**src/common_pkg.sv**
```systemverilog
// Shared-memory bus types, bus owner encoding and CPU / video timing constants
package common_pkg;

    // RAM geometry
    localparam int RAM_ADDR_BITS = 16;              // 64 KiB of byte RAM
    localparam int DATA_BITS     = 8;               // Byte-wide bus

    // One requester's pending RAM access, held steady until acked
    typedef struct packed {
        logic                     valid;            // Access pending
        logic                     we;               // 1 = write, 0 = read
        logic [RAM_ADDR_BITS-1:0] addr;             // Byte address
        logic [DATA_BITS-1:0]     wdata;            // Write data, ignored on reads
    } bus_req_t;

    // Who owns the RAM port this cycle
    typedef enum logic [1:0] {
        SRC_NONE  = 2'd0,
        SRC_CPU   = 2'd1,
        SRC_VIDEO = 2'd2,
        SRC_HOST  = 2'd3
    } bus_src_e;

    // Screen memory window read by the character fetcher
    localparam logic [RAM_ADDR_BITS-1:0] VIDEO_BASE = 16'h8000;
    localparam int VIDEO_CHARS       = 1000;        // 40 x 25 characters
    localparam int VIDEO_OFFSET_BITS = $clog2(VIDEO_CHARS);

    // CPU cycle counter, 16 system clocks per CPU cycle
    localparam int CPU_CYCLE_BITS = 4;

    // Counter values at which the CPU bus outputs change.
    // BE opens first so in-flight transfers drain, Phi2 rises once
    // setup is met and falls after the minimum high width, and BE
    // closes after the hold times.
    localparam logic [CPU_CYCLE_BITS-1:0] CPU_SUSPENDED = 4'd0;
    localparam logic [CPU_CYCLE_BITS-1:0] CPU_BE_START  = 4'd1;
    localparam logic [CPU_CYCLE_BITS-1:0] CPU_PHI_START = 4'd5;
    localparam logic [CPU_CYCLE_BITS-1:0] CPU_PHI_END   = 4'd9;
    localparam logic [CPU_CYCLE_BITS-1:0] CPU_BE_END    = 4'd13;

endpackage
```
**src/video_fetch.sv**
```systemverilog
// Character fetcher: reads screen memory in order, one byte per request, wrapping at screen end
`timescale 1ns/10ps

module video_fetch (
    input  logic                 sys_clock_i,
    input  logic                 reset_i,
    input  logic                 char_req_i,
    input  logic                 video_ack_i,
    input  logic [7:0]           bus_rdata_i,
    output common_pkg::bus_req_t video_req_o,
    output logic [7:0]           video_data_o,
    output logic                 video_valid_o
);
    import common_pkg::*;

    logic                         busy_q;       // Read waiting for the arbiter
    logic [VIDEO_OFFSET_BITS-1:0] offset_q;     // Position within the screen
    logic [7:0]                   char_q;       // Last character fetched

    always_ff @(posedge sys_clock_i) begin
        if (reset_i) begin
            busy_q        <= 1'b0;
            offset_q      <= '0;
            video_valid_o <= 1'b0;
        end else begin
            video_valid_o <= video_ack_i;       // Data lands one cycle after ack
            if (video_ack_i) begin
                busy_q <= 1'b0;
                if (offset_q == VIDEO_OFFSET_BITS'(VIDEO_CHARS - 1)) begin
                    offset_q <= '0;             // Back to top of screen
                end else begin
                    offset_q <= offset_q + 1'b1;
                end
            end else if (char_req_i && !busy_q) begin
                busy_q <= 1'b1;                 // Requests while busy are dropped
            end
        end
    end

    // Read only, the address follows the running offset
    always_comb begin
        video_req_o.valid = busy_q;
        video_req_o.we    = 1'b0;
        video_req_o.addr  = VIDEO_BASE + RAM_ADDR_BITS'(offset_q);
        video_req_o.wdata = '0;
    end

    always_ff @(posedge sys_clock_i) begin
        if (video_valid_o) begin
            char_q <= bus_rdata_i;
        end
    end

    // Pass RAM data through on the valid cycle, then hold it
    assign video_data_o = video_valid_o ? bus_rdata_i : char_q;

endmodule

```
**config.mk**
```make
export PLATFORM = sky130hd
export DESIGN_NAME = video_fetch
export DESIGN_NICKNAME = d
export VERILOG_FILES = /design/src/common_pkg.sv /design/src/video_fetch.sv
export SDC_FILE = /design/constraint.sdc
export NUM_CORES = 1
export LEC_CHECK = 0
export BUFFER_PORTS_ARGS = -buffer_cell sky130_fd_sc_hd__buf_2
export CAP_MARGIN = 20
export CORE_MARGIN = 2
export CORE_UTILIZATION = 47
export DETAILED_ROUTE_END_ITERATION = 8
export PLACE_DENSITY = 0.83
export SLEW_MARGIN = 10
export SYNTH_ARGS = -nofsm -noshare
export SYNTH_HDL_FRONTEND = slang
export SYNTH_SLANG_ARGS = --single-unit
```
**constraint.sdc**
```tcl
create_clock -name sys_clock_i -period 3.7 [get_ports sys_clock_i]
set_input_delay 0.925 -clock sys_clock_i [delete_from_list [all_inputs] [get_ports sys_clock_i]]
set_output_delay 0.925 -clock sys_clock_i [all_outputs]
set_load 0.03 [all_outputs]
```
Word-level counts from Yosys, hierarchy flattened
Index checks and enable logic that the tools add are counted.
- reductions and logical operators: 3
- add/subtract/negate cells: 2
- eq/ne operators: 1
- muxes and demuxes: 2
- operators by type and width (operator ; count):
    16-bit by 10-bit adder with 16-bit output, first input constant ; 1
    10-bit by 1-bit adder with 10-bit output, second input constant ; 1
    10-bit equality test, second input constant ; 1
    10-bit two-way mux ; 1
    8-bit two-way mux ; 1
    2-bit OR reduction ; 1
    1-bit logical AND ; 1
    1-bit zero test ; 1
- register bits after elaboration: 20
- output and inout bits: 35
- input bits: 12
- word-level logic and storage cells: 12

Longest topological paths before layout
- depth after elaboration: 2
- depth in mapped cells: 4
- depth with buffers taken out: 4

Worst setup path before layout
Ideal clock, no wire load.
- kind: in2out
- from: input port bus_rdata_i[0]
- to: output port video_data_o[0]
- data required time: 2.775 ns
- buffers on the path: 0
- cell stages on the path: 1
- slack: 1.513 ns
- data arrival time: 1.262 ns
- cell sequence: mux2_2
- word-level cells in the longest chain between the ends: 1
- ends and longest elaborated chain (what ; line ; text):
    from (decl) ; video_fetch.sv:9 ; input logic [7:0] bus_rdata_i,
    8-bit two-way mux ; -- ;
    to (decl) ; video_fetch.sv:11 ; output logic [7:0] video_data_o,
Every way passes these cells.

Worst setup path in the final report
- from: input port bus_rdata_i[6]
- to: output port video_data_o[6]
Same word-level chain as after synthesis.

==> metrics.md <==
| Metric | Value |
|---|---|
| Pin count of the biggest net entering global routing | 12 |
| Buffer count from post-CTS setup fixing | 0 |
| Number of detailed-route iterations in the first pass | 4 |
| Most frequent standard cell in the layout excluding fill and tap cells | sky130_fd_sc_hd__buf_2 |
| Sum Neg Setup Slack | 0 ns |
| Worst Tran Pin Value | 0.710 ns |
| Ratio of routed vias to standard cells | 4.84 |
| Result of the run | finished clean |
| Gp weighted congestion | 0.787 |
| Total CTS buffers | 3 |
| Crit path buf inv count | 2 |
| Number of distinct standard cells referenced by the synthesized netlist | 22 |
| Capturing element type of the critical path | output pin |
| Setup slack of the critical path after layout | 1.31 ns |
| Dominant cell type by area after synthesis | sky130_fd_sc_hd__dfxtp_1 |
| DRC marker count from the first detailed-route iteration | 4 |
| Detailed-route wire length per cell | 11.2 um |
| Number of storage elements in the synthesis netlist | 20 |
| Later-pin clock latency in the skew report | 0.29 ns |
| Startpoint type of the worst setup path | primary input |
| Cell repeated most along the worst path | sky130_fd_sc_hd__buf_2 |
| Highest Clock Rate | 418 MHz |
| Setup repair after global routing missed its margin | false |
| Overall power consumption | 460 uW |
| Remaining antenna violation count after routing | 0 |
| Starting density of the core | 51.1% |
| Pins over their slew limit | 0 |
| Floorplan Core Area | 1760 um^2 |
| Final layout net count | 137 |
| Clk pin slew, worst setup/hold paths | 0.10 ns |
| CTS tree | done |
| Data required time of the critical path | 2.77 ns |
| Most frequent cells in the layout | sky130_fd_sc_hd__buf_2 (31), sky130_fd_sc_hd__dfxtp_1 (20), sky130_fd_sc_hd__conb_1 (15) |
| Class of the worst hold path | reg2reg |
| Power density relative to cell area | 440 nW/um^2 |
| Placed wire-length estimate after detailed placement | 1280 um |
| Residual overflow from global routing | 0 |
| CP peak stage delay | 0.26 ns |
| Maximum clock skew at final layout | 0.00313 ns |
| Worst vdd ir | 297 uV |
| Top-area cell type share of the netlist area | 44.4% |
| Relative slew margins | 52.2% |
| Main area contributors after synthesis | sky130_fd_sc_hd__dfxtp_1 (44%), sky130_fd_sc_hd__buf_4 (13%), sky130_fd_sc_hd__mux2_2 (10%) |
| Final Hold Vio Count | 0 |
| Number of cell rows | 15 |
| Post-Route Utilization | 59.2% |
| Maximum level of the CTS H-tree | 1 |
| Antenna violations before repair | 0 |
| Antenna diode instance count | 0 |
| Final Routed Wirelength | 1660 um |
| Summed instance area of the synthesized netlist | 902 um^2 |
| Number of top-level pins | 47 |
| CP Cell Sequence | buf_2 > mux2_2 > buf_2 |
| Global router's overall resource usage | 14.7% |
| Category of cells accounting for the largest share of critical-path delay | buffers and inverters |
| Number of max-cap violations | 0 |
| Area growth syn-to-layout | 15.8% |
| Resize count post-CTS | 0 |
| Post-Place Setup Slack | 1.30 ns |
| Global-route wire length before repair | 2300 um |
| Clock period minus worst slack | 2.39 ns |
| Master cell of the clock root buffer | sky130_fd_sc_hd__clkbuf_4 |
| Maximum buffer depth of the clock tree | 2 |
| Floorplan die height | 47.8 um |
| Port Buffers | 31 |
| Sinks on Clock Net | 20 |
| Crit path arrival time | 1.47 ns |
| Die W | 47.8 um |
| CP max-delay cell | sky130_fd_sc_hd__mux2_2 |
| Via count of the first global-routing pass | 544 |
| Count of synthesis-stage warnings from yosys | 0 |
| Number of remaining DRC errors | 0 |
| Fillcell total | 181 |
| Worst-path maximum fanout | 2 |
| Sequential area share after synthesis | 44.4% |
| Share of the cycle needed by the critical path after routing | 64.7% |
| Total of endpoints with negative setup slack in the final report | 0 |
| Full die area | 2290 um^2 |
| Mean area per synthesized cell | 9.70 um^2 |
| Via count | 716 |
| Leakage power of the design | 0.000483 uW |
| Count of hold-fix buffers inserted at cts | 0 |
| Category of the critical setup timing path | in2out |
| Ratio of cells with drive above 1 in the final layout | 36.6% |
| Synth Instances | 93 |
==> layout make-up <==
class	instances	area [um^2]	share of cell area [%]
flip-flops and latches	20	400	38.3
inverters	3	11.3	1.08
clock buffers	4	36.3	3.47
well taps	25	31.3	2.99
repair buffers	31	155	14.9
multi-input cells	65	410	39.3
==> power by group <==
group	switching, uW	internal (uW)
Clock	61.7	60.0
Sequential	7.13	231
Combinational	71.3	28.8
==> cell families (layout without fill, tap and decap cells) <==
logic type                 Yosys count  in the layout  synth area share (%)
xor gates and xnor gates             3              3                  2.91
buffers and inverters               21             38                  15.5
muxes                                8              8                  9.99
adders and majority gates            1              1                  1.39
and+or+nand+nor                     23             23                  14.0
AOI/OAI and AO/OA                   15             15                  11.0
DFF                                 20             20                  44.4
other                                2             15                 0.832
==> state kept, by name, indices dropped and copies added (netlist names) <==
register / count
busy_q: 1
char_q: 8
offset_q: 10
video_valid_o: 1
==> layer usage <==
metal	vias to the layer above	share of wire, %	global-route usage [%]
li1	355	-	-
met1	316	43	17.3
met2	41	48	24.5
met3	4	8.0	2.26
met4	0	1.2	9.73
met5	-	0	0
==> path summary, 6_finish.rpt <==
kind / from / to / slack [ns] / depth (start not counted)
worst max-delay path: bus_rdata_i[6] / video_data_o[6] / 1.31 / 3
worst max register to register: offset_q[0]$_SDFFE_PP0P_ / offset_q[4]$_SDFFE_PP0P_ / 1.94 / 4
worst min register to register: char_q[5]$_DFF_P_ / char_q[5]$_DFF_P_ / 0.48 / 1
worst min-delay path: char_q[5]$_DFF_P_ / char_q[5]$_DFF_P_ / 0.48 / 1
==> cell usage after synthesis <==
| master | count |
|---|---|
| sky130_fd_sc_hd__dfxtp_1 | 20 |
| sky130_fd_sc_hd__buf_4 | 16 |
| sky130_fd_sc_hd__mux2_2 | 8 |
| sky130_fd_sc_hd__a21oi_1 | 7 |
| sky130_fd_sc_hd__nand2_1 | 6 |
| sky130_fd_sc_hd__nor2_1 | 5 |
| sky130_fd_sc_hd__nand4_1 | 4 |
| sky130_fd_sc_hd__inv_1 | 3 |
| sky130_fd_sc_hd__o21ai_0 | 3 |
| sky130_fd_sc_hd__or3_1 | 3 |
| sky130_fd_sc_hd__xor2_1 | 3 |
| sky130_fd_sc_hd__conb_1 | 2 |
| sky130_fd_sc_hd__o311ai_0 | 2 |
| sky130_fd_sc_hd__o31ai_1 | 2 |
| sky130_fd_sc_hd__or4_1 | 2 |
| sky130_fd_sc_hd__clkbuf_1 | 1 |
| sky130_fd_sc_hd__clkbuf_2 | 1 |
| sky130_fd_sc_hd__ha_1 | 1 |
| sky130_fd_sc_hd__nand4_2 | 1 |
| sky130_fd_sc_hd__nand4b_1 | 1 |
| sky130_fd_sc_hd__nor3_1 | 1 |
| sky130_fd_sc_hd__o41ai_2 | 1 |
==> through the flow <==
| stage | cells | hold WS (ns) | cell area [um^2] |
|---|---|---|---|
| floorplan | 106 | 0.467 | 951 |
| global placement | 144 | 0.453 | 1010 |
| finish | 148 | 0.479 | 1040 |
| detailed placement | 144 | 0.458 | 1010 |
| global route | 148 | 0.494 | 1040 |
| CTS | 148 | 0.483 | 1040 |
Note: power is estimated with default switching activity, not from simulation.
