[src/common_pkg.sv]
// Shared-memory bus types, bus owner encoding and CPU / video timing constants
package common_pkg;

    // RAM geometry
    localparam int RAM_ADDR_BITS = 16;              // 64 KiB of byte RAM
    localparam int DATA_BITS     = 8;               // Byte-wide bus

    // One requester's pending RAM access, held steady until acked
    typedef struct packed {
        logic                     valid;            // Access pending
        logic                     we;               // 1 = write, 0 = read
        logic [RAM_ADDR_BITS-1:0] addr;             // Byte address
        logic [DATA_BITS-1:0]     wdata;            // Write data, ignored on reads
    } bus_req_t;

    // Who owns the RAM port this cycle
    typedef enum logic [1:0] {
        SRC_NONE  = 2'd0,
        SRC_CPU   = 2'd1,
        SRC_VIDEO = 2'd2,
        SRC_HOST  = 2'd3
    } bus_src_e;

    // Screen memory window read by the character fetcher
    localparam logic [RAM_ADDR_BITS-1:0] VIDEO_BASE = 16'h8000;
    localparam int VIDEO_CHARS       = 1000;        // 40 x 25 characters
    localparam int VIDEO_OFFSET_BITS = $clog2(VIDEO_CHARS);

    // CPU cycle counter, 16 system clocks per CPU cycle
    localparam int CPU_CYCLE_BITS = 4;

    // Counter values at which the CPU bus outputs change.
    // BE opens first so in-flight transfers drain, Phi2 rises once
    // setup is met and falls after the minimum high width, and BE
    // closes after the hold times.
    localparam logic [CPU_CYCLE_BITS-1:0] CPU_SUSPENDED = 4'd0;
    localparam logic [CPU_CYCLE_BITS-1:0] CPU_BE_START  = 4'd1;
    localparam logic [CPU_CYCLE_BITS-1:0] CPU_PHI_START = 4'd5;
    localparam logic [CPU_CYCLE_BITS-1:0] CPU_PHI_END   = 4'd9;
    localparam logic [CPU_CYCLE_BITS-1:0] CPU_BE_END    = 4'd13;

endpackage
[src/cpu_bus_timing.sv]
// CPU bus timing: derives BE, Phi2 and the transfer strobe and bridges CPU pins to the bus
`timescale 1ns/10ps

module cpu_bus_timing (
    input  logic                sys_clock_i,
    input  logic                reset_i,
    input  logic                cpu_grant_i,    // Registered run level from the arbiter
    input  logic [15:0]         cpu_addr_i,
    input  logic [7:0]          cpu_data_i,
    input  logic                cpu_rwb_i,      // High = CPU read
    input  logic                cpu_ack_i,
    input  logic [7:0]          bus_rdata_i,
    output logic                cpu_be_o,
    output logic                cpu_clock_o,    // Phi2
    output logic                cpu_strobe_o,
    output logic [7:0]          cpu_data_o,
    output common_pkg::bus_req_t cpu_req_o
);
    import common_pkg::*;

    logic [CPU_CYCLE_BITS-1:0] cycle_count;
    logic                      rd_pend_q;       // Read was acked last cycle

    // Counter idles at 0 until granted.
    // Once running it always completes the full 16-clock cycle
    always_ff @(posedge sys_clock_i) begin
        if (reset_i) begin
            cycle_count <= CPU_SUSPENDED;
        end else if (cycle_count != CPU_SUSPENDED || cpu_grant_i) begin
            cycle_count <= cycle_count + 1'b1;  // Wraps 15 -> 0
        end
    end

    // Bus outputs decoded from the counter, one clock behind it
    always_ff @(posedge sys_clock_i) begin
        if (reset_i) begin
            cpu_be_o     <= 1'b0;
            cpu_clock_o  <= 1'b0;
            cpu_strobe_o <= 1'b0;
        end else begin
            cpu_strobe_o <= 1'b0;               // Single-cycle pulse
            case (cycle_count)
                CPU_BE_START: begin
                    cpu_be_o <= 1'b1;           // Earlier transfers have drained
                end
                CPU_PHI_START: begin
                    cpu_clock_o  <= 1'b1;       // Address and data setup met
                    cpu_strobe_o <= 1'b1;
                end
                CPU_PHI_END: begin
                    cpu_clock_o <= 1'b0;        // Min Phi2 high width met
                end
                CPU_BE_END: begin
                    cpu_be_o <= 1'b0;           // Hold times met, release the bus
                end
                default: begin
                end
            endcase
        end
    end

    // CPU pins go onto the shared bus only during the strobe cycle
    always_comb begin
        cpu_req_o.valid = cpu_strobe_o;
        cpu_req_o.we    = ~cpu_rwb_i;
        cpu_req_o.addr  = cpu_addr_i;
        cpu_req_o.wdata = cpu_data_i;
    end

    always_ff @(posedge sys_clock_i) begin
        if (reset_i) begin
            rd_pend_q <= 1'b0;
        end else begin
            rd_pend_q <= cpu_ack_i && !cpu_req_o.we;
        end
    end

    // RAM data is on the bus the cycle after the ack
    // and is held here until the next CPU read
    always_ff @(posedge sys_clock_i) begin
        if (rd_pend_q) begin
            cpu_data_o <= bus_rdata_i;
        end
    end

    // The arbiter must serve the CPU on its strobe cycle, never later
    a_cpu_never_delayed : assert property (
        @(posedge sys_clock_i) disable iff (reset_i)
        cpu_req_o.valid |-> cpu_ack_i
    );

    // Phi2 only toggles inside the bus-enable window
    a_phi2_inside_be : assert property (
        @(posedge sys_clock_i) disable iff (reset_i)
        cpu_clock_o |-> cpu_be_o
    );

endmodule

[config.mk]
export PLATFORM = sky130hd
export DESIGN_NAME = cpu_bus_timing
export DESIGN_NICKNAME = d
export VERILOG_FILES = /design/src/common_pkg.sv /design/src/cpu_bus_timing.sv
export SDC_FILE = /design/constraint.sdc
export NUM_CORES = 1
export LEC_CHECK = 0
export ABC_CLOCK_PERIOD_IN_PS = 1200
export BUFFER_PORTS_ARGS = -buffer_cell sky130_fd_sc_hd__buf_2
export CAP_MARGIN = 20
export CORE_MARGIN = 5
export CORE_UTILIZATION = 32
export CTS_CLUSTER_DIAMETER = 200
export DETAILED_ROUTE_END_ITERATION = 10
export PLACE_DENSITY_LB_ADDON = 0.1
export SYNTH_ARGS = -nofsm -noshare
export SYNTH_HDL_FRONTEND = slang
export SYNTH_SLANG_ARGS = --single-unit
[constraint.sdc]
create_clock -name sys_clock_i -period 1.2 [get_ports sys_clock_i]
set_input_delay 0.06 -clock sys_clock_i [delete_from_list [all_inputs] [get_ports sys_clock_i]]
set_output_delay 0.06 -clock sys_clock_i [all_outputs]
set_load 0.005 [all_outputs]
Word level (Yosys, flattened, before mapping)
Cells that the tools add are included.
- mux-type cells: 3
- add/sub/neg operators: 1
- bitwise operators: 1
- eq/ne operators: 4
- reductions and logical operators: 5
- operators by type and width (operator ; count):
    4-bit == test (second input constant) ; 2
    4-bit by 1-bit adder with 4-bit output (second input constant) ; 1
    4-bit by 1-bit == test with 1-bit output (second input constant) ; 1
    4-bit by 3-bit == test with 1-bit output (second input constant) ; 1
    1-bit one-hot mux with 2 select lines ; 2
    2-bit nonzero test ; 2
    4-bit nonzero test ; 1
    1-bit logical AND ; 1
    1-bit logical OR ; 1
    1-bit two-way mux ; 1
    1-bit NOT ; 1
- word-level logic and storage cells: 20
- output and inout port bits: 37
- bits in registers: 16
- input port bits: 37

Logic depth before layout (Yosys ltp)
Gate-level depths: netlist of run 1.
- depth in word-level cells: 2
- depth in mapped cells: 5
- mapped depth without buffers: 5

Worst setup path before layout of run 1
No wires, ideal clock.
- path type: reg-to-reg
- from: register cycle_count[0]
- to: register cycle_count[1]
- period minus slack after synthesis: 1.158 ns
- setup time: 0.124 ns
- data arrival time: 1.035 ns
- data required time: 1.076 ns
- buffers on the path: 0
- setup slack: 0.042 ns
- stages on the path, launching flop included: 6
- cell sequence: dfxtp_1 -> inv_1 -> ha_1 -> nor4b_4 -> mux2i_1 -> nor2_1
- word-level cells in the longest chain between the ends: 2
- elaborated cells on any way between the ends: 3
- those cells by class: 1 x add/sub; 2 x reduce/logical
- RTL lines (what ; RTL line ; source):
    from (decl) ; cpu_bus_timing.sv:21 ; logic [CPU_CYCLE_BITS-1:0] cycle_count;
    from (signal assigned) ; cpu_bus_timing.sv:30 ; cycle_count <= cycle_count + 1'b1;
    parallel branches: the longest is 2 deep, another holds 4-bit by 1-bit adder with 4-bit output ; - ;
Several ways; the timed one is not identified.
A chain may end at the register's enable or synchronous reset.

Final worst setup path of run 1
Ends and elaborated chain as after synthesis.

==> flow_summary.yaml, run 1 <==
status:
  status: "finished clean"
yosys:
  ys_warn_count: 0
  synth_cells: 69
  syn-cell-area_um2: 779
  ys_ff_latch: 16
  syn_avg_cell_area_um2: 11.3
  seq_area_frac_synth: 0.514
  ys_types: 19
  synth_fp_nets: 109
routing:
  first_pass_iters: 3
  drt-wirelength-per-cell_um: 12.1
  wirelength_mm: 1.41
  wl_met1_um: 599
  viasPerCell: 4.12
  top_layer: "met4"
  route.met2.wl_um: 634
  drcViolationCount: 0
  via_count: 478
  postRouteAntennaNets: 0
  drtIter0Drc: 7
  wl_met3_um: 150
global_route:
  grt_max_degree: 10
  gr-total-overflow: 0
  grt_pass1_wl_mm: 2.17
  grt_use_total: 0.0817
  antenna_found_initial: 0
  grt_pass1_vias: 449
sta:
  grt_setup_unrepaired: "yes"
  period_share: 0.991
  finalClockSkew_ps: 4.68
  setup_violations: 0
  slew_headroom: 0.778
  worst_pin_slew_ps: 332
  hold_viol: 0
  fin_crit_ps: 1190
  timing.hold.ws_ps: 45.2
  fin_tns_setup_ps: 0
  fmax_mhz: 841
  maxSlewViolCount: 0
hold_path:
  min_path_cells: 2
  min_from: "reset_i"
  hp-class: "input pin to flop"
  hold_end: "cpu_be_o"
worst_setup_path:
  rrSetupSlack_ps: 10
  ff2ff_path_depth: 5
  worstSetupPathType: "flop to flop"
  startpoint_type: "flop"
  cp.required_ps: 1370
  r2r_end: "cycle_count[1]"
  critPathMaxFanout: 3
  end_kind: "flop"
  timing.rr.start: "cycle_count[0]"
  cp.arrival_ps: 1360
floorplan:
  rows: 17
  core-area_um2: 2280
  die_y_um: 59.4
  die_area_um2: 3520
  die_w_um: 59.4
  start_util: 0.342
  pin_count: 74
finish:
  final_nets: 129
  register_area_um2: 403
  multi_input_area_um2: 189
  syn2layout_area_growth_pct: 19.9
  num-fill-cells: 221
  post_route_cells_drive_above_1_share: 0.466
  num_antenna_cells: 0
clock_network:
  cts_root_buffer: "clkbuf_4"
  cts_buffers: 3
  cts_tree: "built"
  cts.sinks: 16
  htree_levels: 1
  insertion_delay_ps: 280
  clk_pin_slew_ps: 100
  cts_buffer_depth: 2
flow_run:
  drv_cap: 0
placed_design:
  io_buffers: 25
  place_hpwl_mm: 1.01
  place_congestion: 0.759
power_and_ir_drop:
  ir_worst_vdd_v: 0.000669
  p_leak_nw: 0.413
  power_density_nw_per_um2: 1560
## timing repair
item                       4_1_cts  5_1_grt
setup endpoints to repair        1        2
gates resized for setup          5        2
setup buffers                    2        1
hold buffers                    10        0
hold endpoints to repair         9        0
## where the power goes
group	internal, mW	switching [mW]	leakage (nW)
Combinational	0.290	0.196	0.259
Clock	0.129	0.167	0.0150
Sequential	0.639	0.0374	0.140
Total	1.06	0.400	0.413
## Yosys cell counts
library cell / number / share of area
a21oi_1: 2 / 0.013
and3b_2: 1 / 0.013
buf_4: 25 / 0.24
clkbuf_1: 1 / 0.0048
dfxtp_1: 8 / 0.21
edfxtp_1: 8 / 0.31
ha_1: 3 / 0.048
inv_1: 3 / 0.014
mux2i_1: 1 / 0.013
nand2_1: 4 / 0.019
nand3_1: 1 / 0.0064
nor2_1: 4 / 0.019
nor2b_1: 1 / 0.0080
nor3_1: 1 / 0.0064
nor4b_4: 1 / 0.030
o21ai_0: 1 / 0.0064
o21bai_1: 1 / 0.0096
xnor2_1: 2 / 0.022
xor2_1: 1 / 0.011
## cells by family (layout without fill, tap and decap cells)
logic type,Yosys count,in the layout,share of synthesized area
fa+ha+maj,3,3,0.0482
buf+inv,29,48,0.260
flops,16,16,0.514
compound gates,4,4,0.0289
xor+xnor,3,3,0.0337
simple gates,13,13,0.103
mux,1,1,0.0128
## placed cells by master, fill, tap and decap left out, drive strengths merged
cell / netlist / final
and3b: 1 / 1
o21ai: 1 / 1
nand3: 1 / 1
inv: 3 / 3
nor4b: 1 / 1
dlygate4sd3: 0 / 10
mux2i: 1 / 1
buf: 25 / 31
nand2: 4 / 4
o21bai: 1 / 1
dfxtp: 8 / 8
ha: 3 / 3
nor2b: 1 / 1
xor2: 1 / 1
clkbuf: 1 / 4
xnor2: 2 / 2
nor3: 1 / 1
nor2: 4 / 4
a21oi: 2 / 2
edfxtp: 8 / 8
## final cells by class
type / instances / share of cell area
Clock buffer: 4 / 0.0281
Multi-Input combinational cell: 24 / 0.202
Tap cell: 28 / 0.0375
Sequential cell: 16 / 0.431
Timing Repair Buffer: 41 / 0.289
Inverter: 3 / 0.0120
## flip-flops by register name, indices dropped and copies added, names as in the netlist
register / count
cpu_clock_o: 1
cpu_strobe_o: 1
cycle_count: 4
cpu_be_o: 1
cpu_data_o: 8
rd_pend_q: 1
## how the worst max path moves through the flow
stage,start,end,slack [ps],cells past startpoint
finish,cycle_count[0],cycle_count[1],10,5
global route,cycle_count[1],cycle_count[1],-60,5
CTS,cycle_count[0],cycle_count[1],10,5
detailed placement,cycle_count[0],cycle_count[1],-40,5
global placement,cycle_count[0],cycle_count[1],30,5
floorplan,cycle_count[0],cycle_count[1],40,5
## worst max-delay path, stage by stage (launching register included)
cell	delay [ps]
dfxtp_2	330
inv_2	70
ha_4	130
nor4b_4	270
mux2i_1	230
nor2_1	60
## layer usage
metal / global-route usage / up-vias
li1: - / 237
met1: 0.0885 / 205
met2: 0.129 / 28
met3: 0.0392 / 8
met4: 0.0453 / 0
met5: 0 / -
## through the flow
step	area, um2	setup WS [ps]	cells	util	total power [mW]
6_report	935	11.3	116	0.411	1.46
5_1_grt	935	-58.1	116	0.411	1.56
4_1_cts	926	9.90	115	0.407	1.45
3_5_place_dp	771	-36.0	99	0.339	1.04
3_3_place_gp	771	34.6	99	0.339	1.03
2_1_floorplan	779	41.8	69	-	0.963
Power figures use the tool's default switching activity.
==> run 2, diff against run 1 <==
==> constraint.sdc (replaced) <==
create_clock -name sys_clock_i -period 1.2 [get_ports sys_clock_i]
set_input_delay 0.06 -clock sys_clock_i [delete_from_list [all_inputs] [get_ports sys_clock_i]]
set_output_delay 0.06 -clock sys_clock_i [all_outputs]
set_load 0.1 [all_outputs]
==> flow_summary.yaml, run 2 (same netlist as run 1, synthesis figures left out) <==
hold_path:
  hp-class: "input pin to flop"
  min_from: "reset_i"
worst_setup_path:
  crit_chain: "inv_2, ha_4, nor4b_4, mux2i_1, nor2_1"
  timing.rr.start: "cycle_count[0]"
  startpoint_type: "flop"
  worstSetupPathType: "flop to flop"
  critPathMaxFanout: 3
  cp.required_ps: 1390
  startpoint: "cycle_count[0]"
  cp.arrival_ps: 1390
  slowest_delay_ps: 340
  cpMaxStageDelayCell: "dfxtp_2"
  end_kind: "flop"
status:
  status: "finished clean"
floorplan:
  pin_count: 74
  die_area_um2: 3520
  core-area_um2: 2280
  die_w_um: 59.4
  start_util: 0.342
  rows: 17
  die_y_um: 59.4
sta:
  finalClockSkew_ps: 9.06
  setup_violations: 0
  worst_pin_slew_ps: 491
  slew_headroom: 0.675
  maxSlewViolCount: 0
  period_share: 0.999
  hold_viol: 0
  fmax_mhz: 834
  setup_slack_ps: 0.737
  fin_crit_ps: 1200
  grt_setup_unrepaired: "yes"
flow_run:
  drv_cap: 0
routing:
  drtIter0Drc: 4
  viasPerCell: 4.16
  wirelength_mm: 1.44
  via_count: 470
  drt-wirelength-per-cell_um: 12.7
  first_pass_iters: 3
  drcViolationCount: 0
  postRouteAntennaNets: 0
finish:
  reg.largest.list: "cpu_data_o x8, cycle_count x4"
  largest_reg_flops: 8
  largest-register: "cpu_data_o"
  final_cell_mix: "buf_2 (25), dlygate4sd3_1 (10), edfxtp_1 (8)"
  num_antenna_cells: 0
  syn2layout_area_growth_pct: 17.5
  num-fill-cells: 235
  final_common_cell: "buf_2"
  final_nets: 126
  post_route_cells_drive_above_1_share: 0.482
global_route:
  grt_pass1_vias: 480
  gr-total-overflow: 0
  grt_use_total: 0.0852
  grt_max_degree: 10
  grt_pass1_wl_mm: 2.18
  antenna_found_initial: 0
clock_network:
  htree_levels: 1
  clk_pin_slew_ps: 100
  cts_buffer_depth: 2
  postCtsSetupBuffers: 0
  cts_buffers: 3
  cts_root_buffer: "clkbuf_4"
  insertion_delay_ps: 290
  cts.sinks: 16
  cts_tree: "built"
power_and_ir_drop:
  power_switching_share: 0.360
  ir_worst_vdd_v: 0.000746
  clock_power_share: 0.185
  finalPower_mw: 1.57
  power_density_nw_per_um2: 1720
  switchingPower_uw: 566
  comb_power_share: 0.383
  p_int_mw: 1.01
  p_leak_nw: 0.401
  seq_power_share: 0.432
placed_design:
  place_hpwl_mm: 1.02
  place_congestion: 0.820
  pre_cts_ws_ps: -5.04
  io_buffers: 25
run 2: worst paths after layout:
kind                         end  slack (ps)  cells past startpoint
setup / recovery  cycle_count[1]         0.7                      5
hold / removal       cpu_clock_o          20                      2
setup reg to reg  cycle_count[1]         0.7                      5
hold reg to reg      cpu_clock_o         460                      2
run 2: area by class of cell:
type,instances,area (um2),area share
Sequential cell,16,407,0.444
Timing Repair Buffer,38,248,0.270
Multi-Input combinational cell,24,189,0.206
Tap cell,28,35.0,0.0383
Clock buffer,3,22.5,0.0246
Inverter,3,11.3,0.0123
Clock inverter,1,3.75,0.00410
run 2: metrics by stage:
step,instances,hold slack [ps],cell area [um2],util,setup TNS [ps]
finish,113,20.1,916,0.402,0
global route,113,25.7,916,0.402,-114
CTS,113,11.6,915,0.402,0
detailed placement,99,121,774,0.340,-5.04
global placement,99,121,774,0.340,0
floorplan,69,159,783,-,0
run 2: critical path, delay by kind of cell, from the launching register on:
kind                       cells  cell delay, ps
buffers and inverters          1              80
muxes                          1             220
and+or+nand+nor                2             330
adders and majority gates      1             130
DFF                            1             340
run 2: per-layer routing:
layer	GRT usage	up-vias	wire length (um)
li1	-	230	-
met1	0.0764	202	513
met2	0.145	34	674
met3	0.0654	4	245
met4	0.0291	0	6
met5	0	-	0
run 2: what timing repair did:
| action | in CTS | in global routing |
|---|---|---|
| setup endpoints to repair | 1 | 3 |
| endpoints found under the hold margin | 9 | 0 |
| pin swaps | 0 | 0 |
| gates resized for setup | 5 | 2 |
| hold buffers | 10 | 0 |
run 2: power by group through the flow:
stage	Clock [mW]	Combinational (mW)	Sequential, mW
after CTS	0.311	0.598	0.677
after detailed placement	0	0.531	0.680
after floorplan	0	0.602	0.851
final	0.291	0.602	0.679
after global placement	0	0.525	0.680
after global routing	0.335	0.655	0.687
