<file path="src/common_pkg.sv">
// Shared-memory bus types, bus owner encoding and CPU / video timing constants
package common_pkg;

    // RAM geometry
    localparam int RAM_ADDR_BITS = 16;              // 64 KiB of byte RAM
    localparam int DATA_BITS     = 8;               // Byte-wide bus

    // One requester's pending RAM access, held steady until acked
    typedef struct packed {
        logic                     valid;            // Access pending
        logic                     we;               // 1 = write, 0 = read
        logic [RAM_ADDR_BITS-1:0] addr;             // Byte address
        logic [DATA_BITS-1:0]     wdata;            // Write data, ignored on reads
    } bus_req_t;

    // Who owns the RAM port this cycle
    typedef enum logic [1:0] {
        SRC_NONE  = 2'd0,
        SRC_CPU   = 2'd1,
        SRC_VIDEO = 2'd2,
        SRC_HOST  = 2'd3
    } bus_src_e;

    // Screen memory window read by the character fetcher
    localparam logic [RAM_ADDR_BITS-1:0] VIDEO_BASE = 16'h8000;
    localparam int VIDEO_CHARS       = 1000;        // 40 x 25 characters
    localparam int VIDEO_OFFSET_BITS = $clog2(VIDEO_CHARS);

    // CPU cycle counter, 16 system clocks per CPU cycle
    localparam int CPU_CYCLE_BITS = 4;

    // Counter values at which the CPU bus outputs change.
    // BE opens first so in-flight transfers drain, Phi2 rises once
    // setup is met and falls after the minimum high width, and BE
    // closes after the hold times.
    localparam logic [CPU_CYCLE_BITS-1:0] CPU_SUSPENDED = 4'd0;
    localparam logic [CPU_CYCLE_BITS-1:0] CPU_BE_START  = 4'd1;
    localparam logic [CPU_CYCLE_BITS-1:0] CPU_PHI_START = 4'd5;
    localparam logic [CPU_CYCLE_BITS-1:0] CPU_PHI_END   = 4'd9;
    localparam logic [CPU_CYCLE_BITS-1:0] CPU_BE_END    = 4'd13;

endpackage
</file>
<file path="src/bus_arbiter.sv">
// Fixed-priority RAM arbiter: one access per cycle, CPU first, then video, then host
`timescale 1ns/10ps

module bus_arbiter (
    input  logic                 sys_clock_i,
    input  logic                 reset_i,
    input  logic                 cpu_run_i,
    input  common_pkg::bus_req_t cpu_req_i,
    input  common_pkg::bus_req_t video_req_i,
    input  common_pkg::bus_req_t host_req_i,
    output logic                 cpu_grant_o,
    output logic                 cpu_ack_o,
    output logic                 video_ack_o,
    output logic                 host_ack_o,
    output common_pkg::bus_req_t ram_req_o
);
    import common_pkg::*;

    bus_src_e owner;

    // Priority select.
    // The CPU strobe always wins so its timing is fixed
    always_comb begin
        if (cpu_req_i.valid) begin
            owner = SRC_CPU;
        end else if (video_req_i.valid) begin
            owner = SRC_VIDEO;          // Screen fetch beats host traffic
        end else if (host_req_i.valid) begin
            owner = SRC_HOST;
        end else begin
            owner = SRC_NONE;
        end
    end

    // Forward the winner's request straight to the RAM port
    always_comb begin
        case (owner)
            SRC_CPU:   ram_req_o = cpu_req_i;
            SRC_VIDEO: ram_req_o = video_req_i;
            SRC_HOST:  ram_req_o = host_req_i;
            default:   ram_req_o = '0;  // Idle, valid low
        endcase
    end

    // Ack is the same cycle the access hits the RAM
    assign cpu_ack_o   = (owner == SRC_CPU);
    assign video_ack_o = (owner == SRC_VIDEO);
    assign host_ack_o  = (owner == SRC_HOST);

    // Run level registered as the CPU grant
    always_ff @(posedge sys_clock_i) begin
        if (reset_i) begin
            cpu_grant_o <= 1'b0;
        end else begin
            cpu_grant_o <= cpu_run_i;
        end
    end

    a_ack_onehot0 : assert property (
        @(posedge sys_clock_i) disable iff (reset_i)
        $onehot0({cpu_ack_o, video_ack_o, host_ack_o})
    );

    // Requesters must drop valid right after being served,
    // otherwise the same access would be issued twice
    a_cpu_drops : assert property (
        @(posedge sys_clock_i) disable iff (reset_i)
        cpu_ack_o |=> !cpu_req_i.valid
    );

    a_video_drops : assert property (
        @(posedge sys_clock_i) disable iff (reset_i)
        video_ack_o |=> !video_req_i.valid
    );

    a_host_drops : assert property (
        @(posedge sys_clock_i) disable iff (reset_i)
        host_ack_o |=> !host_req_i.valid
    );

endmodule

</file>
<file path="config.mk">
export PLATFORM = sky130hd
export DESIGN_NAME = bus_arbiter
export DESIGN_NICKNAME = d
export VERILOG_FILES = /design/src/common_pkg.sv /design/src/bus_arbiter.sv
export SDC_FILE = /design/constraint.sdc
export NUM_CORES = 1
export LEC_CHECK = 0
export BUFFER_PORTS_ARGS = -buffer_cell sky130_fd_sc_hd__buf_2
export CAP_MARGIN = 20
export CORE_MARGIN = 2
export CORE_UTILIZATION = 32
export CTS_CLUSTER_DIAMETER = 60
export CTS_CLUSTER_SIZE = 10
export DETAILED_ROUTE_END_ITERATION = 6
export PLACE_DENSITY = 0.84
export SLEW_MARGIN = 20
export SYNTH_ARGS = -nofsm -noshare
export SYNTH_HDL_FRONTEND = slang
export SYNTH_SLANG_ARGS = --single-unit
export TNS_END_PERCENT = 30
</file>
<file path="constraint.sdc">
create_clock -name sys_clock_i -period 1.65 [get_ports sys_clock_i]
set_clock_uncertainty 0.05 [all_clocks]
set_input_delay 0.33 -clock sys_clock_i [delete_from_list [all_inputs] [get_ports sys_clock_i]]
set_output_delay 0.33 -clock sys_clock_i [all_outputs]
set_load 0.02 [all_outputs]
</file>
After elaboration in Yosys (flattened, before gate mapping)
Index checks and enable logic that the tools add are counted.

Logic and storage cells: 8. Flip-flop bits (word level): 1.

Mux-type cells: 4. Eq/ne operators: 3.

Operators by type and width (number): $pmux W26 S3 (1); $mux W2 (3); $eq A2 B2 Y1 const B (2); $eq A2 B1 Y1 const B (1).

Depth between registers and ports, before layout
Gate-level depths: netlist of run 1.

Depth after elaboration: 5. Mapped depth: 4. Depth with buffers taken out: 2.

Worst setup path after synthesis of run 1
No wires, ideal clock.

Kind: input-to-output. From: in video_req_i[25] (netlist bit). To: out ram_req_o[19] (netlist bit). Buffers on the path: 2. Path slack: 209 ps. Required time: 1270 ps. Arrival time: 1061 ps. Cell stages on the path: 4. Cell sequence: buf_6 buf_6 nand3b_1 a21oi_1.

RTL lines: start: declaration (line bus_arbiter.sv:9) `input common_pkg::bus_req_t video_req_i,`; end: declaration (line bus_arbiter.sv:15) `output common_pkg::bus_req_t ram_req_o`.

==> flow_summary.yaml, run 1 <==
placement:
  preCtsSetupSlack_ps: 84.1
  place.gp.congestion: 0.710
  dp_cells: 248
  port_buffers: 110
  place_area_um2: 1320
finish:
  area_growth_pct: 71.7
  final_common_cell: "buf_2"
  stdcell_count: 248
  top_regs: "cpu_grant_o (1)"
  nFillCells: 225
  drive_gt1_share_pct: 52.7
  largest_register_ffs: 1
  final_cell_mix: "buf_2 (110), a21oi_1 (50), nor2b_1 (27)"
  n_antenna_cell: 0
  stdcell_area_um2: 1320
  top_register: "cpu_grant_o"
  fin_nets: 303
global_route:
  overflow: 0
  track_usage_pct: 16.4
  antenna_found_initial: 0
  grt_pass1_vias: 996
  grt_pass1_wl_um: 3660
  grt_max_degree: 29
routing:
  avgRoutedWirePerCell_um: 10.5
  via_per_inst: 4.91
  dr.pass1.iters: 4
  dr_total_vias: 1218
  wirelength_um: 2610
  drt_iter0_markers: 10
  drcViolationCount: 0
  ant_nets: 0
setup_path:
  end_kind: "output port"
  start_kind: "primary input"
  cp_data_arrival_time_ps: 1190
  crit_path_start: "host_req_i[25]"
  cp_max_fo: 27
  crit_required_ps: 1270
  crit_type: "primary input to output port"
floorplan:
  start_util_pct: 34.4
  dieArea_um2: 2810
  die_w_um: 53.0
  core_um2: 2230
  dieHeight_um: 53.0
  rows: 17
  pin_count: 111
pwr:
  power.switching_uw: 202
  p_leak_uw: 0.000660
  power_density_nw_per_um2: 314
  finalPower_uw: 414
  pwr-share-clk_pct: 0
  internal_power_uw: 212
  seqPwrFrac_pct: 6.3
  switching_share_pct: 48.7
  comb_power_share_pct: 93.7
  vdd.ir_drop.worst_mv: 0.191
worst_hold_path:
  min-delay-path-class: "primary input to flop"
  hold_start: "reset_i"
logic_synthesis:
  netlist_instances: 121
  ys_warn_count: 0
  syn_area_um2: 768
  syn_avg_cell_area_um2: 6.35
  ys_ff_latch: 1
  syn_nets: 202
  seq_area_frac_synth_pct: 2.61
  netlist-cell-type-count: 10
run:
  cap_violations: 0
sta:
  setup_viol: 0
  finalCritPeriodShare_pct: 94.9
  finalCriticalPeriod_ps: 1570
  worst_pin_slew_ps: 445
  finalSetupTns_ps: 0
  rsz0062_at_grt: "no"
  fin_ws_ps: 84.8
  drv_slew: 0
  finalHoldViolCount: 0
  slew_headroom_pct: 70.3
  fmax_mhz: 639
clock_network:
  hold_buffers: 0
  postCtsSetupRepairBufs: 0
  cts_resized: 0
  clk_pin_slew_worst_paths_ps: 0
outcome:
  status: "complete, no violations"
-- layout make-up --
type	instances	area, um2	area share, %
sequential	1	20.0	1.52
multi-input combinational	104	626	47.4
timing repair buffer	115	638	48.4
tap	28	35.0	2.66
-- synthesized netlist by cell type (all sizes together) --
cell type / n / area (um2)
nor2b: 27 / 169
or3: 1 / 6.26
clkbuf: 1 / 3.75
buf: 15 / 119
nor3b: 1 / 12.5
a21oi: 50 / 250
dfxtp: 1 / 20.0
nand3b: 25 / 188
-- stage by stage --
step	util, %	hold WS (ps)
after detailed placement	59.0	440
after CTS	59.0	445
after global routing	59.0	463
final	59.0	442
after floorplan	-	352
after global placement	59.0	442
-- critical path, stage by stage --
cell and delay [ps]:
buf_2 370, nand3b_1 120, a21oi_1 170, buf_2 190
-- logic make-up after synthesis --
| family | synth area share, % |
|---|---|
| flops | 2.61 |
| buf+inv | 16.0 |
| compound gates | 32.6 |
| simple gates | 48.9 |
-- metal layers --
layer / global-route usage, % / routed length, um
met1: 16.7 / 1040
met2: 35.4 / 1230
met4: 1.28 / 19
met3: 1.98 / 331
met5: 0 / 0
-- worst paths after layout --
path	endpoint	slack [ps]	cells past startpoint
setup / recovery	ram_req_o[6]	80	4
hold / removal	cpu_grant_o$_SDFF_PP0_	440	2
-- power groups by stage --
stage,logic (uW),registers (uW),clock network [uW]
after detailed placement,389,26.3,0
after global placement,384,26.2,0
after CTS,390,26.2,0
after floorplan,226,28.0,0
after global routing,424,26.3,0
final,388,26.2,0
(Power assumes the default switching activity.)
==> inputs of run 2 (changes only) <==
- CORE_UTILIZATION: 32 -> 30
- PLACE_DENSITY: 0.84 -> 0.8
- clock period: 1.65 -> 1.6 ns (I/O delays scaled with it)
==> flow_summary.yaml, run 2 (synthesis gave the netlist of run 1 again) <==
setup_path:
  crit_type: "primary input to output port"
  cp_data_arrival_time_ps: 1120
  path_buf_inv: 3
  start_kind: "primary input"
  cp_max_fo: 29
  cp_cell_sequence: "buf_2 -> buf_12 -> nand3b_1 -> a21oi_1 -> buf_2"
  end_kind: "output port"
  crit_required_ps: 1230
  cpMaxStageDelayCell: "buf_2"
  worst-path-stages: 5
  crit_path_frequent_cell: "buf_2"
  crit_family: "buffers and inverters"
  crit_path_start: "video_req_i[25]"
  slowest_delay_ps: 180
sta:
  worst_pin_slew_ps: 283
  drv_slew: 0
  fmax_mhz: 669
  finalCriticalPeriod_ps: 1490
  slew_headroom_pct: 81.1
  finalHoldViolCount: 0
  finalSetupTns_ps: 0
  rsz0062_at_grt: "no"
  setup_viol: 0
  finalCritPeriodShare_pct: 93.4
global_route:
  track_usage_pct: 13.7
  grt_pass1_wl_um: 3220
  overflow: 0
  grt_pass1_vias: 845
  antenna_found_initial: 0
  grt_max_degree: 30
finish:
  n_antenna_cell: 0
  drive_gt1_share_pct: 52.5
  largest_register_ffs: 1
  final_cell_mix: "buf_2 (109), a21oi_1 (50), nor2b_1 (27)"
  top_regs: "cpu_grant_o (1)"
  area_growth_pct: 71.3
  fin_nets: 302
  final_common_cell: "buf_2"
  top_register: "cpu_grant_o"
  post-route-util_pct: 53.6
floorplan:
  start_util_pct: 31.3
  core_um2: 2450
  dieArea_um2: 2980
  rows: 18
  pin_count: 111
  dieHeight_um: 54.6
  die_w_um: 54.6
routing:
  drcViolationCount: 0
  via_per_inst: 4.74
  dr.pass1.iters: 4
  drt_iter0_markers: 10
  ant_nets: 0
  wirelength_um: 2490
  dr_total_vias: 1180
  avgRoutedWirePerCell_um: 9.99
pwr:
  power_density_nw_per_um2: 321
  vdd.ir_drop.worst_mv: 0.245
  p_leak_uw: 0.000656
worst_hold_path:
  hold_start: "reset_i"
  hold_depth: 2
  min-delay-path-class: "primary input to flop"
clock_network:
  hold_buffers: 0
  clk_pin_slew_worst_paths_ps: 0
  postCtsSetupRepairBufs: 0
placement:
  dp_hpwl_um: 1980
  place.gp.congestion: 0.680
  port_buffers: 110
run:
  cap_violations: 0
outcome:
  status: "complete, no violations"
run 2: final cells by class:
class / instances / area, um2
multi-input combinational: 104 / 626
timing repair buffer: 114 / 633
fill: 250 / 1140
sequential: 1 / 20.0
tap: 30 / 37.5
run 2: routing by layer:
layer	global-route usage (%)	vias to the layer above	wire, um
li1	-	623	-
met1	15.2	493	968
met2	29.4	64	1230
met3	0.546	0	287
met4	0	0	0
met5	0	-	0
run 2: path summary, 6_finish.rpt:
path | end | slack (ps)
hold / removal | cpu_grant_o$_SDFF_PP0_ | 430
setup / recovery | ram_req_o[0] | 110
run 2: power by group:
part	internal [uW]	total, uW	switching [uW]
logic	191	395	204
registers	26.8	27.1	0.261
clock network	0	0	0
total	218	422	204
run 2: stage by stage:
stage               total power [uW]  instance area [um2]  hold WS, ps  setup slack (ps)  cells
floorplan                        262                  768          342               179    121
global placement                 421                 1310          433              88.6    249
detailed placement               424                 1310          431              79.5    249
CTS                              426                 1310          434              78.0    249
global route                     463                 1320          444              24.7    249
finish                           422                 1320          432               106    249
run 2: what timing repair did:
item | CTS | global route
setup endpoints to repair | 0 | 7
hold endpoints to repair | 0 | 0
resized for setup | 0 | 1
==> inputs of run 3 (changes only) <==
--- a/config.mk
+++ b/config.mk
@@ -13,5 +13,5 @@
 export CTS_CLUSTER_SIZE = 10
 export DETAILED_ROUTE_END_ITERATION = 6
-export PLACE_DENSITY = 0.8
+export PLACE_DENSITY_LB_ADDON = 0.12
 export SLEW_MARGIN = 20
 export SYNTH_ARGS = -nofsm -noshare
==> constraint.sdc (replaced) <==
create_clock -name sys_clock_i -period 1.6 [get_ports sys_clock_i]
set_clock_uncertainty 0.05 [all_clocks]
set_input_delay 0.48 -clock sys_clock_i [delete_from_list [all_inputs] [get_ports sys_clock_i]]
set_output_delay 0.48 -clock sys_clock_i [all_outputs]
set_load 0.02 [all_outputs]
==> flow_summary.yaml, run 3 (synthesis gave the netlist of run 1 again) <==
routing:
  drt_iter0_markers: 12
  drcViolationCount: 0
  via_per_inst: 5.08
  ant_nets: 0
  dr.pass1.iters: 4
  wirelength_um: 3460
  dr_total_vias: 1284
  avgRoutedWirePerCell_um: 13.7
outcome:
  status: "finished, violations left"
  violations: "setup timing"
sta:
  drv_slew: 0
  setup_viol: 27
  finalCriticalPeriod_ps: 1760
  slew_headroom_pct: 84.2
  fin_ws_ps: -162
  worst_pin_slew_ps: 237
  finalSetupTns_ps: -3250
  finalHoldViolCount: 0
  finalCritPeriodShare_pct: 110
  rsz0062_at_grt: "yes"
  fmax_mhz: 568
floorplan:
  start_util_pct: 31.3
  rows: 18
  dieHeight_um: 54.6
  core_um2: 2450
  die_w_um: 54.6
  dieArea_um2: 2980
  pin_count: 111
run:
  cap_violations: 0
placement:
  dp_hpwl_um: 2180
  place.gp.congestion: 0.628
  port_buffers: 110
  preCtsSetupSlack_ps: -324
finish:
  top_regs: "cpu_grant_o (1)"
  final_cell_mix: "buf_2 (79), nand3b_1 (25), a21oi_2 (24)"
  drive_gt1_share_pct: 69.1
  largest_register_ffs: 1
  n_antenna_cell: 0
  top_register: "cpu_grant_o"
  area_growth_pct: 127
  nFillCells: 214
  final_common_cell: "buf_2"
  fin_nets: 306
  post-route-util_pct: 70.9
setup_path:
  end_kind: "output port"
  cpMaxStageDelayCell: "or3_1"
  slowest_delay_ps: 360
  start_kind: "primary input"
  cp_data_arrival_time_ps: 1230
  crit_required_ps: 1070
  crit_family: "buffers and inverters"
  crit_type: "primary input to output port"
  crit_path_frequent_cell: "buf_12"
  cp_max_fo: 11
  cp_cell_sequence: "buf_12 -> buf_12 -> or3_1 -> buf_6"
  path_buf_inv: 3
pwr:
  vdd.ir_drop.worst_mv: 0.245
  finalPower_uw: 594
  p_leak_uw: 0.000779
  comb_power_share_pct: 95.5
  power.switching_uw: 268
  seqPwrFrac_pct: 4.5
  switching_share_pct: 45.0
  power_density_nw_per_um2: 341
  internal_power_uw: 327
  pwr-share-clk_pct: 0
global_route:
  antenna_found_initial: 0
  track_usage_pct: 20.9
  overflow: 0
  grt_pass1_vias: 1125
  grt_max_degree: 28
  grt_pass1_wl_um: 4710
worst_hold_path:
  min-delay-path-class: "primary input to flop"
clock_network:
  hold_buffers: 0
  clk_pin_slew_worst_paths_ps: 0
run 3: through the flow:
stage	hold slack, ps	instances	instance area, um2
after detailed placement	593	249	1440
after CTS	593	253	1720
final	590	253	1740
after global placement	587	249	1440
after floorplan	502	121	911
after global routing	605	253	1740
run 3: worst paths after layout:
path / cells after the start / slack (ps) / to / start
setup / recovery: 4 / -160 / ram_req_o[25] / cpu_req_i[25]
hold / removal: 2 / 590 / cpu_grant_o$_SDFF_PP0_ / reset_i
run 3: layer usage:
metal	share of wire [%]	vias up	track usage (%)
li1	-	634	-
met5	0	-	0
met1	38	598	23.5
met4	0	0	0.833
met2	56	52	43.8
met3	6.2	0	1.09
run 3: timing repair:
action | CTS | global route
setup endpoints to repair | 28 | 28
pin swaps | 3 | 1
setup buffers | 0 | 0
gates resized for setup | 58 | 7
gates cloned | 4 | 0
run 3: power by group through the flow:
stage | clock (uW) | combinational [uW] | sequential [uW]
2_1_floorplan | 0 | 283 | 28.9
3_3_place_gp | 0 | 437 | 27.1
3_5_place_dp | 0 | 447 | 27.0
4_1_cts | 0 | 554 | 27.0
5_1_grt | 0 | 605 | 27.3
6_report | 0 | 567 | 27.0
run 3: layout make-up:
type                            instances  area (um2)  area share (%)
Multi-Input combinational cell        104         805            46.2
Tap cell                               30        37.5            2.16
Sequential cell                         1        20.0            1.15
Timing Repair Buffer                  118         880            50.5
